**src/design/life_config.svh**
```systemverilog
`ifndef LIFE_CONFIG_SVH
`define LIFE_CONFIG_SVH

// Grid geometry, one 40-bit word per row
`define LIFE_COLS  40
`define LIFE_ROWS  30

// Index widths
`define LIFE_COL_W 6
`define LIFE_ROW_W 5

`endif
```
**src/design/life_pkg.sv**
```systemverilog
`include "life_config.svh"

package life_pkg;

    // Column 0 sits at the MSB
    typedef logic [`LIFE_COLS-1:0]  row_t;
    typedef logic [`LIFE_ROW_W-1:0] row_addr_t;
    typedef logic [`LIFE_COL_W-1:0] col_addr_t;

    // Codes 4 to 7 load as clear
    typedef enum logic [2:0] {
        PRESET_CLEAR    = 3'd0,
        PRESET_GLIDER   = 3'd1,
        PRESET_EXPLODER = 3'd2,
        PRESET_TUMBLER  = 3'd3
    } preset_t;

    typedef enum logic [1:0] {
        CMD_PRESET = 2'd0,
        CMD_TOGGLE = 2'd1,
        CMD_STEP   = 2'd2,
        CMD_READ   = 2'd3
    } cmd_t;

endpackage

```
**src/design/grid_if.sv**
```systemverilog
`timescale 1ns/1ps

interface grid_if;
    life_pkg::row_addr_t addr;
    life_pkg::row_t      wdata;
    logic                wen;
    life_pkg::row_t      rdata;   // Word at the previous cycle's addr

    modport master (
        output addr, wdata, wen,
        input  rdata
    );

    modport mem (
        input  addr, wdata, wen,
        output rdata
    );
endinterface

```
**src/design/life_top.sv**
```systemverilog
`timescale 1ns/1ps
`include "life_config.svh"

module life_top (
    input  logic                   clk,
    input  logic                   reset_n,
    input  logic                   preset_load,
    input  logic [2:0]             preset_sel,
    input  logic                   toggle,
    input  logic [`LIFE_COL_W-1:0] cell_x,
    input  logic [`LIFE_ROW_W-1:0] cell_y,
    input  logic                   step,
    input  logic                   rd_en,
    input  logic [`LIFE_ROW_W-1:0] rd_row,
    output logic                   busy,
    output logic                   rd_valid,
    output logic [`LIFE_COLS-1:0]  rd_data
);
    logic                cmd_valid;
    life_pkg::cmd_t      cmd;
    life_pkg::preset_t   preset;
    life_pkg::col_addr_t col;
    life_pkg::row_addr_t row;

    grid_if cur_bus ();   // Live grid
    grid_if nxt_bus ();   // Next generation

    cmd_front u_cmd_front (
        .clk         (clk),
        .reset_n     (reset_n),
        .preset_load (preset_load),
        .toggle      (toggle),
        .step        (step),
        .rd_en       (rd_en),
        .preset_sel  (life_pkg::preset_t'(preset_sel)),
        .cell_x      (cell_x),
        .cell_y      (cell_y),
        .rd_row      (rd_row),
        .busy        (busy),
        .cmd_valid   (cmd_valid),
        .cmd         (cmd),
        .preset      (preset),
        .col         (col),
        .row         (row)
    );

    life_engine u_life_engine (
        .clk       (clk),
        .reset_n   (reset_n),
        .cmd_valid (cmd_valid),
        .cmd       (cmd),
        .preset    (preset),
        .col       (col),
        .row       (row),
        .busy      (busy),
        .rd_valid  (rd_valid),
        .rd_data   (rd_data),
        .cur       (cur_bus),
        .nxt       (nxt_bus)
    );

    row_ram u_cur_ram (
        .clk (clk),
        .bus (cur_bus)
    );

    row_ram u_nxt_ram (
        .clk (clk),
        .bus (nxt_bus)
    );

endmodule

```
**src/design/life_engine.sv**
```systemverilog
`timescale 1ns/1ps
`include "life_config.svh"

module life_engine (
    input  logic                clk,
    input  logic                reset_n,
    input  logic                cmd_valid,
    input  life_pkg::cmd_t      cmd,
    input  life_pkg::preset_t   preset,
    input  life_pkg::col_addr_t col,
    input  life_pkg::row_addr_t row,
    output logic                busy,
    output logic                rd_valid,
    output life_pkg::row_t      rd_data,
    grid_if.master              cur,
    grid_if.master              nxt
);
    localparam life_pkg::row_addr_t LAST_ROW = life_pkg::row_addr_t'(`LIFE_ROWS - 1);
    localparam life_pkg::row_addr_t ROW_END  = life_pkg::row_addr_t'(`LIFE_ROWS);

    typedef enum logic [3:0] {
        S_IDLE,
        S_PRESET,
        S_TGL_RD,
        S_TGL_WAIT,
        S_TGL_WR,
        S_STEP_FETCH,
        S_STEP_WRITE,
        S_COPY,
        S_READ
    } state_t;

    state_t              state;
    life_pkg::row_addr_t cnt;     // Row under work
    logic [1:0]          phase;   // Fetch slot within a row
    life_pkg::row_t      win_above;
    life_pkg::row_t      win_mid;
    life_pkg::row_t      win_below;
    life_pkg::row_t      rom_word;
    life_pkg::row_t      rule_word;
    life_pkg::row_t      toggle_mask;

    preset_rom u_preset_rom (
        .preset  (preset),
        .row     (cnt),
        .pattern (rom_word)
    );

    life_row_rule u_row_rule (
        .above  (win_above),
        .middle (win_mid),
        .below  (win_below),
        .next   (rule_word)
    );

    assign toggle_mask = life_pkg::row_t'(1) << (`LIFE_COLS - 1 - col);
    assign busy        = (state != S_IDLE) || rd_valid;

    always_comb begin
        cur.addr  = row;          // Idle reads the operand row, ready for a read command
        cur.wdata = cur.rdata ^ toggle_mask;
        cur.wen   = 1'b0;
        nxt.addr  = cnt;
        nxt.wdata = rule_word;
        nxt.wen   = 1'b0;
        case (state)
            S_PRESET: begin
                cur.addr  = cnt;
                cur.wdata = rom_word;
                cur.wen   = 1'b1;
            end
            S_TGL_WR: cur.wen = 1'b1;
            S_STEP_FETCH: begin
                case (phase)
                    2'd0:    cur.addr = (cnt == '0) ? cnt : cnt - 1'b1;
                    2'd1:    cur.addr = cnt;
                    default: cur.addr = (cnt == LAST_ROW) ? cnt : cnt + 1'b1;
                endcase
            end
            S_STEP_WRITE: nxt.wen = 1'b1;
            S_COPY: begin
                // Read row cnt while writing back row cnt-1
                nxt.addr  = (cnt == ROW_END) ? LAST_ROW : cnt;
                cur.addr  = cnt - 1'b1;
                cur.wdata = nxt.rdata;
                cur.wen   = (cnt != '0);
            end
            default: ;
        endcase
    end

    // Edge rows see a dead neighbour row
    always_ff @(posedge clk) begin
        if (state == S_STEP_FETCH) begin
            case (phase)
                2'd1:    win_above <= (cnt == '0) ? '0 : cur.rdata;
                2'd2:    win_mid   <= cur.rdata;
                2'd3:    win_below <= (cnt == LAST_ROW) ? '0 : cur.rdata;
                default: ;
            endcase
        end
    end

    always_ff @(posedge clk or negedge reset_n) begin
        if (!reset_n) begin
            state    <= S_IDLE;
            cnt      <= '0;
            phase    <= '0;
            rd_valid <= 1'b0;
            rd_data  <= '0;
        end else begin
            rd_valid <= 1'b0;
            case (state)
                S_IDLE: begin
                    if (cmd_valid) begin
                        cnt   <= '0;
                        phase <= '0;
                        case (cmd)
                            life_pkg::CMD_PRESET: state <= S_PRESET;
                            life_pkg::CMD_TOGGLE: state <= S_TGL_RD;
                            life_pkg::CMD_STEP:   state <= S_STEP_FETCH;
                            default:              state <= S_READ;
                        endcase
                    end
                end
                S_PRESET: begin
                    cnt <= cnt + 1'b1;
                    if (cnt == LAST_ROW) state <= S_IDLE;
                end
                S_TGL_RD:   state <= S_TGL_WAIT;
                S_TGL_WAIT: state <= S_TGL_WR;
                S_TGL_WR:   state <= S_IDLE;
                S_STEP_FETCH: begin
                    phase <= phase + 1'b1;
                    if (phase == 2'd3) state <= S_STEP_WRITE;
                end
                S_STEP_WRITE: begin
                    if (cnt == LAST_ROW) begin
                        cnt   <= '0;
                        state <= S_COPY;
                    end else begin
                        cnt   <= cnt + 1'b1;
                        state <= S_STEP_FETCH;
                    end
                end
                S_COPY: begin
                    cnt <= cnt + 1'b1;
                    if (cnt == ROW_END) state <= S_IDLE;
                end
                S_READ: begin
                    rd_valid <= 1'b1;
                    rd_data  <= cur.rdata;
                    state    <= S_IDLE;
                end
                default: state <= S_IDLE;
            endcase
        end
    end

endmodule

```
**src/design/life_row_rule.sv**
```systemverilog
`timescale 1ns/1ps
`include "life_config.svh"

module life_row_rule (
    input  life_pkg::row_t above,
    input  life_pkg::row_t middle,
    input  life_pkg::row_t below,
    output life_pkg::row_t next
);
    // One dead cell of padding on each side
    logic [`LIFE_COLS+1:0] a_pad;
    logic [`LIFE_COLS+1:0] m_pad;
    logic [`LIFE_COLS+1:0] b_pad;

    assign a_pad = {1'b0, above, 1'b0};
    assign m_pad = {1'b0, middle, 1'b0};
    assign b_pad = {1'b0, below, 1'b0};

    // Bit i of a row is padded bit i+1, neighbours at i and i+2
    for (genvar i = 0; i < `LIFE_COLS; i++) begin : g_cell
        logic [3:0] nbr;

        assign nbr = 4'(a_pad[i]) + 4'(a_pad[i+1]) + 4'(a_pad[i+2])
                   + 4'(m_pad[i])                  + 4'(m_pad[i+2])
                   + 4'(b_pad[i]) + 4'(b_pad[i+1]) + 4'(b_pad[i+2]);

        assign next[i] = (nbr == 4'd3) || (middle[i] && nbr == 4'd2);
    end

endmodule

```
**src/design/preset_rom.sv**
```systemverilog
`timescale 1ns/1ps
`include "life_config.svh"

module preset_rom (
    input  life_pkg::preset_t   preset,
    input  life_pkg::row_addr_t row,
    output life_pkg::row_t      pattern
);
    // Puts a run of bits at the given first column, MSB first
    function automatic life_pkg::row_t place(input logic [6:0] bits, input int first,
                                             input int width);
        return life_pkg::row_t'(bits) << (`LIFE_COLS - first - width);
    endfunction

    always_comb begin
        pattern = '0;
        case (preset)
            life_pkg::PRESET_GLIDER: begin
                case (row)
                    5'd0:    pattern = place(7'b1, 1, 1);
                    5'd1:    pattern = place(7'b11, 2, 2);
                    5'd2:    pattern = place(7'b11, 1, 2);
                    default: pattern = '0;
                endcase
            end
            life_pkg::PRESET_EXPLODER: begin
                case (row)
                    5'd13, 5'd17:        pattern = place(7'b10101, 17, 5);
                    5'd14, 5'd15, 5'd16: pattern = place(7'b10001, 17, 5);
                    default:             pattern = '0;
                endcase
            end
            life_pkg::PRESET_TUMBLER: begin
                case (row)
                    5'd13, 5'd14: pattern = place(7'b11011, 17, 5);
                    5'd15:        pattern = place(7'b01010, 17, 5);
                    5'd16, 5'd17: pattern = place(7'b1010101, 16, 7);
                    5'd18:        pattern = place(7'b1100011, 16, 7);
                    default:      pattern = '0;
                endcase
            end
            default: pattern = '0;   // Clear and unused codes
        endcase
    end

endmodule

```
**src/design/cmd_front.sv**
```systemverilog
`timescale 1ns/1ps

module cmd_front (
    input  logic                clk,
    input  logic                reset_n,
    input  logic                preset_load,
    input  logic                toggle,
    input  logic                step,
    input  logic                rd_en,
    input  life_pkg::preset_t   preset_sel,
    input  life_pkg::col_addr_t cell_x,
    input  life_pkg::row_addr_t cell_y,
    input  life_pkg::row_addr_t rd_row,
    input  logic                busy,
    output logic                cmd_valid,
    output life_pkg::cmd_t      cmd,
    output life_pkg::preset_t   preset,
    output life_pkg::col_addr_t col,
    output life_pkg::row_addr_t row
);
    logic accept;
    logic any_strobe;

    assign any_strobe = preset_load | toggle | step | rd_en;
    assign accept     = any_strobe && !busy && !cmd_valid; // Lost strobes are not queued

    always_ff @(posedge clk or negedge reset_n) begin
        if (!reset_n) begin
            cmd_valid <= 1'b0;
        end else begin
            cmd_valid <= accept;
        end
    end

    // Operands stay put until the next accepted command
    always_ff @(posedge clk) begin
        if (accept) begin
            preset <= preset_sel;
            col    <= cell_x;
            if (preset_load) begin
                cmd <= life_pkg::CMD_PRESET;
            end else if (toggle) begin
                cmd <= life_pkg::CMD_TOGGLE;
                row <= cell_y;
            end else if (step) begin
                cmd <= life_pkg::CMD_STEP;
            end else begin
                cmd <= life_pkg::CMD_READ;
                row <= rd_row;
            end
        end
    end

endmodule

```
**src/design/row_ram.sv**
```systemverilog
`timescale 1ns/1ps
`include "life_config.svh"

module row_ram (
    input logic clk,
    grid_if.mem bus
);
    life_pkg::row_t cells [`LIFE_ROWS];

    always_ff @(posedge clk) begin
        if (bus.wen) begin
            cells[bus.addr] <= bus.wdata;
        end
    end

    // Registered read, old data on a same-address write
    always_ff @(posedge clk) begin
        bus.rdata <= cells[bus.addr];
    end

endmodule

```
**config.mk**
```make
export PLATFORM = sky130hd
export DESIGN_NAME = life_top
export DESIGN_NICKNAME = d
export VERILOG_FILES = /design/src/design/life_pkg.sv /design/src/design/grid_if.sv /design/src/design/life_top.sv /design/src/design/life_engine.sv /design/src/design/life_row_rule.sv /design/src/design/preset_rom.sv /design/src/design/cmd_front.sv /design/src/design/row_ram.sv
export VERILOG_INCLUDE_DIRS = /design/src /design/src/design
export SDC_FILE = /design/constraint.sdc
export NUM_CORES = 2
export LEC_CHECK = 0
export BUFFER_PORTS_ARGS = -buffer_cell sky130_fd_sc_hd__buf_2
export CAP_MARGIN = 20
export CORE_AREA = 2 2 467 469
export CTS_CLUSTER_SIZE = 12
export DETAILED_ROUTE_END_ITERATION = 10
export DIE_AREA = 0 0 469 471
export PLACE_DENSITY = 0.76
export SLEW_MARGIN = 15
export SYNTH_ARGS = -nofsm -noshare
export SYNTH_HDL_FRONTEND = slang
export SYNTH_SLANG_ARGS = --single-unit
```
**constraint.sdc**
```tcl
create_clock -name clk -period 7.95 [get_ports clk]
set_input_delay 0.795 -clock clk [delete_from_list [all_inputs] [get_ports clk]]
set_output_delay 0.795 -clock clk [all_outputs]
set_load 0.1 [all_outputs]
```
* Word-level counts from Yosys, hierarchy flattened
Memory sizes are Yosys's and may differ from the RTL's. A register that Yosys moved wholly into a read port is not among the register bits.
Cells that the tools add are included.
** Cells by class
- Multiplexer cells :: 34
- Bitwise gates (word level) :: 5
- Equal/unequal tests :: 111
- Reductions and logical operators :: 107
- Shift operators :: 1
- $add $sub $neg :: 277
** Operator list (number)
- adder 4 x 1 -> 4 bit :: 156
- == test 4 x 2 -> 1 bit (second input constant) :: 82
- adder 3 x 1 -> 4 bit :: 39
- case mux 40 bit (3 select lines) :: 1
- adder 2 x 1 -> 3 bit :: 39
- case mux 39 bit (3 select lines) :: 1
- case mux 24 bit (4 select lines) :: 1
- case mux 40 bit (2 select lines) :: 1
- adder 1 x 1 -> 2 bit :: 39
- case mux 23 bit (2 select lines) :: 1
- logical AND 1 bit :: 42
- logical OR 1 bit :: 41
- two-way mux 5 bit :: 8
- left shift 1 x 32 -> 40 bit (first input constant) :: 1
- bitwise XOR 40 bit :: 1
- case mux 5 bit (3 select lines) :: 2
- case mux 4 bit (7 select lines) :: 1
- == test 5 bit (second input constant) :: 5
- == test 4 x 3 -> 1 bit (second input constant) :: 4
- two-way mux 4 bit :: 4
- == test 5 x 4 -> 1 bit (second input constant) :: 3
- case mux 4 bit (3 select lines) :: 1
- OR reduction 2 bit :: 6
- case mux 5 bit (2 select lines) :: 1
- 32 further kinds :: 55
** Word-level totals
- RAM bits :: 2400
- Input bits :: 25
- Logic and storage cells :: 551
- Memories kept :: 2
- Flip-flop bits (word level) :: 189
- Output and inout port bits :: 42
** Memory list
- u_cur_ram.cells :: depth 30, width 40, rd ports 1, clocked after Yosys merged registers in 1, wr ports 1, RTL line row_ram.sv:8 : life_pkg::row_t cells [`LIFE_ROWS];
- u_nxt_ram.cells :: depth 30, width 40, rd ports 1, clocked after Yosys merged registers in 1, wr ports 1, RTL line row_ram.sv:8

* Logic depth before layout (Yosys ltp)
- Word-level depth :: 10
- Gate-level depth with buffers :: 19

* Hierarchy
From an unflattened synthesis, not the netlist that was laid out.
** Second synthesis, totals
- Cell total of the unflattened synthesis :: 6464
- Area total of the unflattened synthesis :: 108990.8 um^2
** By module, submodules not included
- row_ram :: area an instance 46459.6 um^2, cells an instance 2478, times used 2
- life_engine :: area an instance 8311.7 um^2, cells an instance 671, times used 1
- life_row_rule :: area an instance 6720.2 um^2, cells an instance 748, times used 1
- cmd_front :: area an instance 634.4 um^2, cells an instance 30, times used 1
- preset_rom :: area an instance 405.4 um^2, cells an instance 59, times used 1

* Least setup slack after synthesis
OpenSTA, ideal clock, no wires.
- Path type :: reg-to-reg
- From :: register u_life_engine.cnt[1]
- To :: memory u_cur_ram.cells[0][0] (netlist bit), enable pin
- Path slack :: 2.236 ns
- Cell stages (with the launch flop) :: 18
- Setup time :: 0.438 ns
- Data arrival time :: 5.276 ns
- Path buffers :: 7
- Data required time :: 7.512 ns
- Path through :: dfrtp_1 -> clkbuf_1 -> inv_1 -> clkbuf_1 -> ha_1 -> nand4_1 -> clkbuf_1 -> clkbuf_1 -> ha_1 -> nor2_1 -> a211oi_1 -> a31oi_1 -> o32ai_2 -> buf_2 -> buf_4 -> buf_2 -> nand3_1 -> nor2_1
** On the way
- Longest elaborated chain between the ends :: 4
** Ends and longest elaborated chain
- from (decl) :: RTL line life_engine.sv:34 : life_pkg::row_addr_t cnt;
- from (signal assigned) :: RTL line life_engine.sv:127 : cnt <= cnt + 1'b1;
- from (signal assigned) :: RTL line life_engine.sv:142 : cnt <= cnt + 1'b1;
- from (signal assigned) :: RTL line life_engine.sv:147 : cnt <= cnt + 1'b1;
- adder 5 x 1 -> 5 bit, or another cell as far along :: RTL line life_engine.sv:77 : default: cur.addr = (cnt == LAST_ROW) ? cnt : cnt + 1'b1;
- two-way mux 5 bit, or another cell as far along :: RTL line life_engine.sv:77
- case mux 5 bit (2 select lines) / two-way mux 1 bit (equally long branches) :: RTL line life_engine.sv:74, row_ram.sv:11
- case mux 5 bit (3 select lines) / two-way mux 1 bit (equally long branches) :: RTL line life_engine.sv:66, row_ram.sv:12
- to (decl) :: RTL line row_ram.sv:8
Parallel ways exist; a longest one is shown, timed or not.

* Final worst setup path
- From :: register u_life_engine.cnt[0]
- To :: memory u_cur_ram.cells[15][3] (netlist bit), enable pin
Same word-level chain as after synthesis.

==> impl_results.md <==
- CP top delay family: simple AND/OR/NAND/NOR gates
- Synth Area per Inst: 17.4 µm²
- Row cnt: 171
- Crit-path max cell delay: 0.94 ns
- Met2 Wirelength: 137000 µm
- Register area share after synthesis: 0.736
- Area leader, netlist: edfxtp_1
- Leading cell type in the layout, fill and taps excluded: edfxtp_1
- R2r endpoint: u_cur_ram.cells[15][3]$_DFFE_PP_
- Commonest non-fill, non-tap cells in the layout: edfxtp_1 (2536), nand2_1 (385), inv_1 (299), clkbuf_16 (295), mux4_2 (270)
- Starting Density: 0.497
- Max frequency: 156 MHz
- WP buf/inv: 2
- TritonCTS clock tree: built
- Clk Latency, worst-skew pair: 0.94 ns
- YS warnings: 0
- Status: finished clean
- Max transition margin: 0.207
- Post-synth ARST share: 0.0199
- Number of gates resized after CTS: 0
- Type of the worst setup path: flop to flop
- Max-slew violation count: 0
- Vias per cell: 6.48
- Worst slack, placed: 1.54 ns
- Fin util: 0.559
- Least-Margin Pin Slew: 1.19 ns
- Maxcap violations: 0
- Cells after Synth: 6166
- Avg WL per Cell: 30.6 µm
- Crit path cell chain: clkinv_1, ha_1, or4b_4, a31oi_1, a221oi_1, a211o_4, nand3_1, nor2_4, buf_4
- Vias in the first global route: 60783
- Clock sinks: 2669
- Power Density: 365 mW/mm²
- Top sig layer: met4
- Clock Path Buffers: 4
- Num CTS Buffers: 289
- Setup TNS: 0 ns
- Reg2reg setup slack: 1.54 ns
- Syn-to-layout area delta: 12.4%
- HPWL Detailed: 164000 µm
- Total congestion overflow: 0
- Post-synth EDFFs: 2536
- Die Ht: 471 µm
- Die Area: 0.221 mm²
- Core Area: 0.216 mm²
- DR vias: 60917
- Clock transition at path regs: 0.05 ns
- Critical path's slowest cell: nor2_4
- Nets: 6672
- Initial antenna violation count: 4
- Top cells by area, synth: edfxtp_1 (71%), mux4_2 (5.7%), fa_1 (2.9%)
- CP Launch Type: flop
- Layout cells sized above 1: 0.162
- Number of cells on the critical path: 9
- IR drop worst, VDD: 0.404 mV
- Reg-to-Reg Start: u_life_engine.cnt[0]$_DFFE_PN0P_
- H-tree depth: 5
- Chip Width: 469 µm
- PortBufs: 66
- Min Tclk post-route: 6.41 ns
- Dominant synthesized flop cell: edfxtp_1
- CTS root buf: clkbuf_16
- Routed WL: 288000 µm
- Synth unique cells: 72
- Final weighted congestion in routability-driven placement: 0.893
- I/O pin count: 67
- Skew final: 0.0485 ns
- Total global-route track usage: 0.257
- Setup Fix Bufs, Post-CTS: 0
- Final worst path period share: 0.807
- R2R depth: 9
- Critical Path AT: 6.98 ns
- Mapped Nets: 6475
- Met3 wire len: 34700 µm
- TritonRoute pass-1 iters: 8
- Critical Path End Type: flop
- Starting DRT DRC Count: 9343
- Met1 WL: 102000 µm
- Final setup viols: 0
- CP Max Fanout: 52
- Leakage: 40.6 nW
- Number of synthesized register bits: 2669
- Synth Cell Area: 0.107 mm²
- Worst setup slack after layout: 1.54 ns
- Hold crit path type: primary input to asynchronous set/reset pin
- CP required: 8.52 ns
- Share of the synthesized area in the top cell type: 0.709
- ANT nets after route: 0
- Largest net degree at the start of global routing: 154
- Unrepaired setup endpoints after global routing: false
- Hold buffer count at cts: 2
- Hold Fails Final Rpt: 0
- DRC violations left: 0
- First-pass GRT wire length: 412000 µm
==> logic make-up (layout without fill, tap and decap cells) <==
kind of cell,Yosys count,in the layout,share of synthesized area
AOI/OAI and AO/OA,1049,1049,0.0681
xor gates and xnor gates,44,44,0.00359
adders and majority gates,284,284,0.0440
buffers and inverters,646,1019,0.0244
DFF,2669,2669,0.736
muxes,542,542,0.0825
other,0,2,0
and+or+nand+nor,932,932,0.0414
==> sequential cells by signal (all words and copies together) (netlist names), 6 cells and up <==
register	cells
u_cur_ram.cells	1200
u_nxt_ram.cells	1200
u_cur_ram.bus.rdata	40
u_life_engine.rd_data	40
u_life_engine.win_above	40
u_life_engine.win_below	40
u_life_engine.win_mid	40
u_nxt_ram.bus.rdata	40
u_cmd_front.col	6
==> power by group <==
part           internal, mW  leakage (nW)  switching, mW
Clock                  7.11          4.05           5.15
Sequential             18.2          24.5          0.943
Combinational          3.85          12.0           8.79
==> routing by layer <==
metal | vias to the layer above | GRT usage
met5 | - | 0
met4 | 0 | 0.111
met3 | 775 | 0.0571
met2 | 4347 | 0.412
met1 | 31013 | 0.338
li1 | 24782 | -
==> layout make-up <==
cell class | count | area [µm²]
Inverter | 300 | 1130
Antenna cell | 2 | 5.00
Timing Repair Buffer | 252 | 1930
Multi-Input combinational cell | 2851 | 26600
Tap cell | 2854 | 3570
Fill cell | 15702 | 95400
Clock inverter | 47 | 398
Sequential cell | 2669 | 79100
Clock buffer | 420 | 7990
==> cells in the mapped netlist (110+ instances only) <==
master    number
ha_1         128
fa_1         156
mux4_2       270
edfxtp_1    2536
o21ai_0      188
inv_1        299
a22oi_1      113
nand2_1      390
nor2_1       137
a21oi_1      188
mux2i_1      226
o221ai_1     226
o22ai_1      110
clkbuf_1     217
==> worst max path at each step <==
| stage | endpoint | from | slack (ns) |
|---|---|---|---|
| 2_1_floorplan | u_cur_ram.cells[0][0]$_DFFE_PP_ | u_life_engine.cnt[1]$_DFFE_PN0P_ | 2.24 |
| 3_3_place_gp | u_cur_ram.cells[22][22]$_DFFE_PP_ | u_life_engine.cnt[0]$_DFFE_PN0P_ | 1.68 |
| 3_5_place_dp | u_cur_ram.cells[20][22]$_DFFE_PP_ | u_life_engine.cnt[0]$_DFFE_PN0P_ | 1.54 |
| 4_1_cts | u_cur_ram.cells[20][13]$_DFFE_PP_ | u_life_engine.cnt[0]$_DFFE_PN0P_ | 1.46 |
| 5_1_grt | u_cur_ram.cells[15][8]$_DFFE_PP_ | u_life_engine.cnt[0]$_DFFE_PN0P_ | 1.33 |
| 6_report | u_cur_ram.cells[15][3]$_DFFE_PP_ | u_life_engine.cnt[0]$_DFFE_PN0P_ | 1.54 |
==> stage by stage <==
| step | instances | total power, mW | instance area (µm²) | hold slack, ns |
|---|---|---|---|---|
| 2_1_floorplan | 6166 | 26.9 | 107000 | 0.471 |
| 3_3_place_gp | 8913 | 31.3 | 112000 | 0.490 |
| 3_5_place_dp | 8919 | 31.7 | 112000 | 0.496 |
| 4_1_cts | 9388 | 43.9 | 121000 | 0.0500 |
| 5_1_grt | 9394 | 45.3 | 121000 | 0.0530 |
| 6_report | 9395 | 44.0 | 121000 | 0.0424 |
No activity file was read; power rests on OpenSTA's default activity.
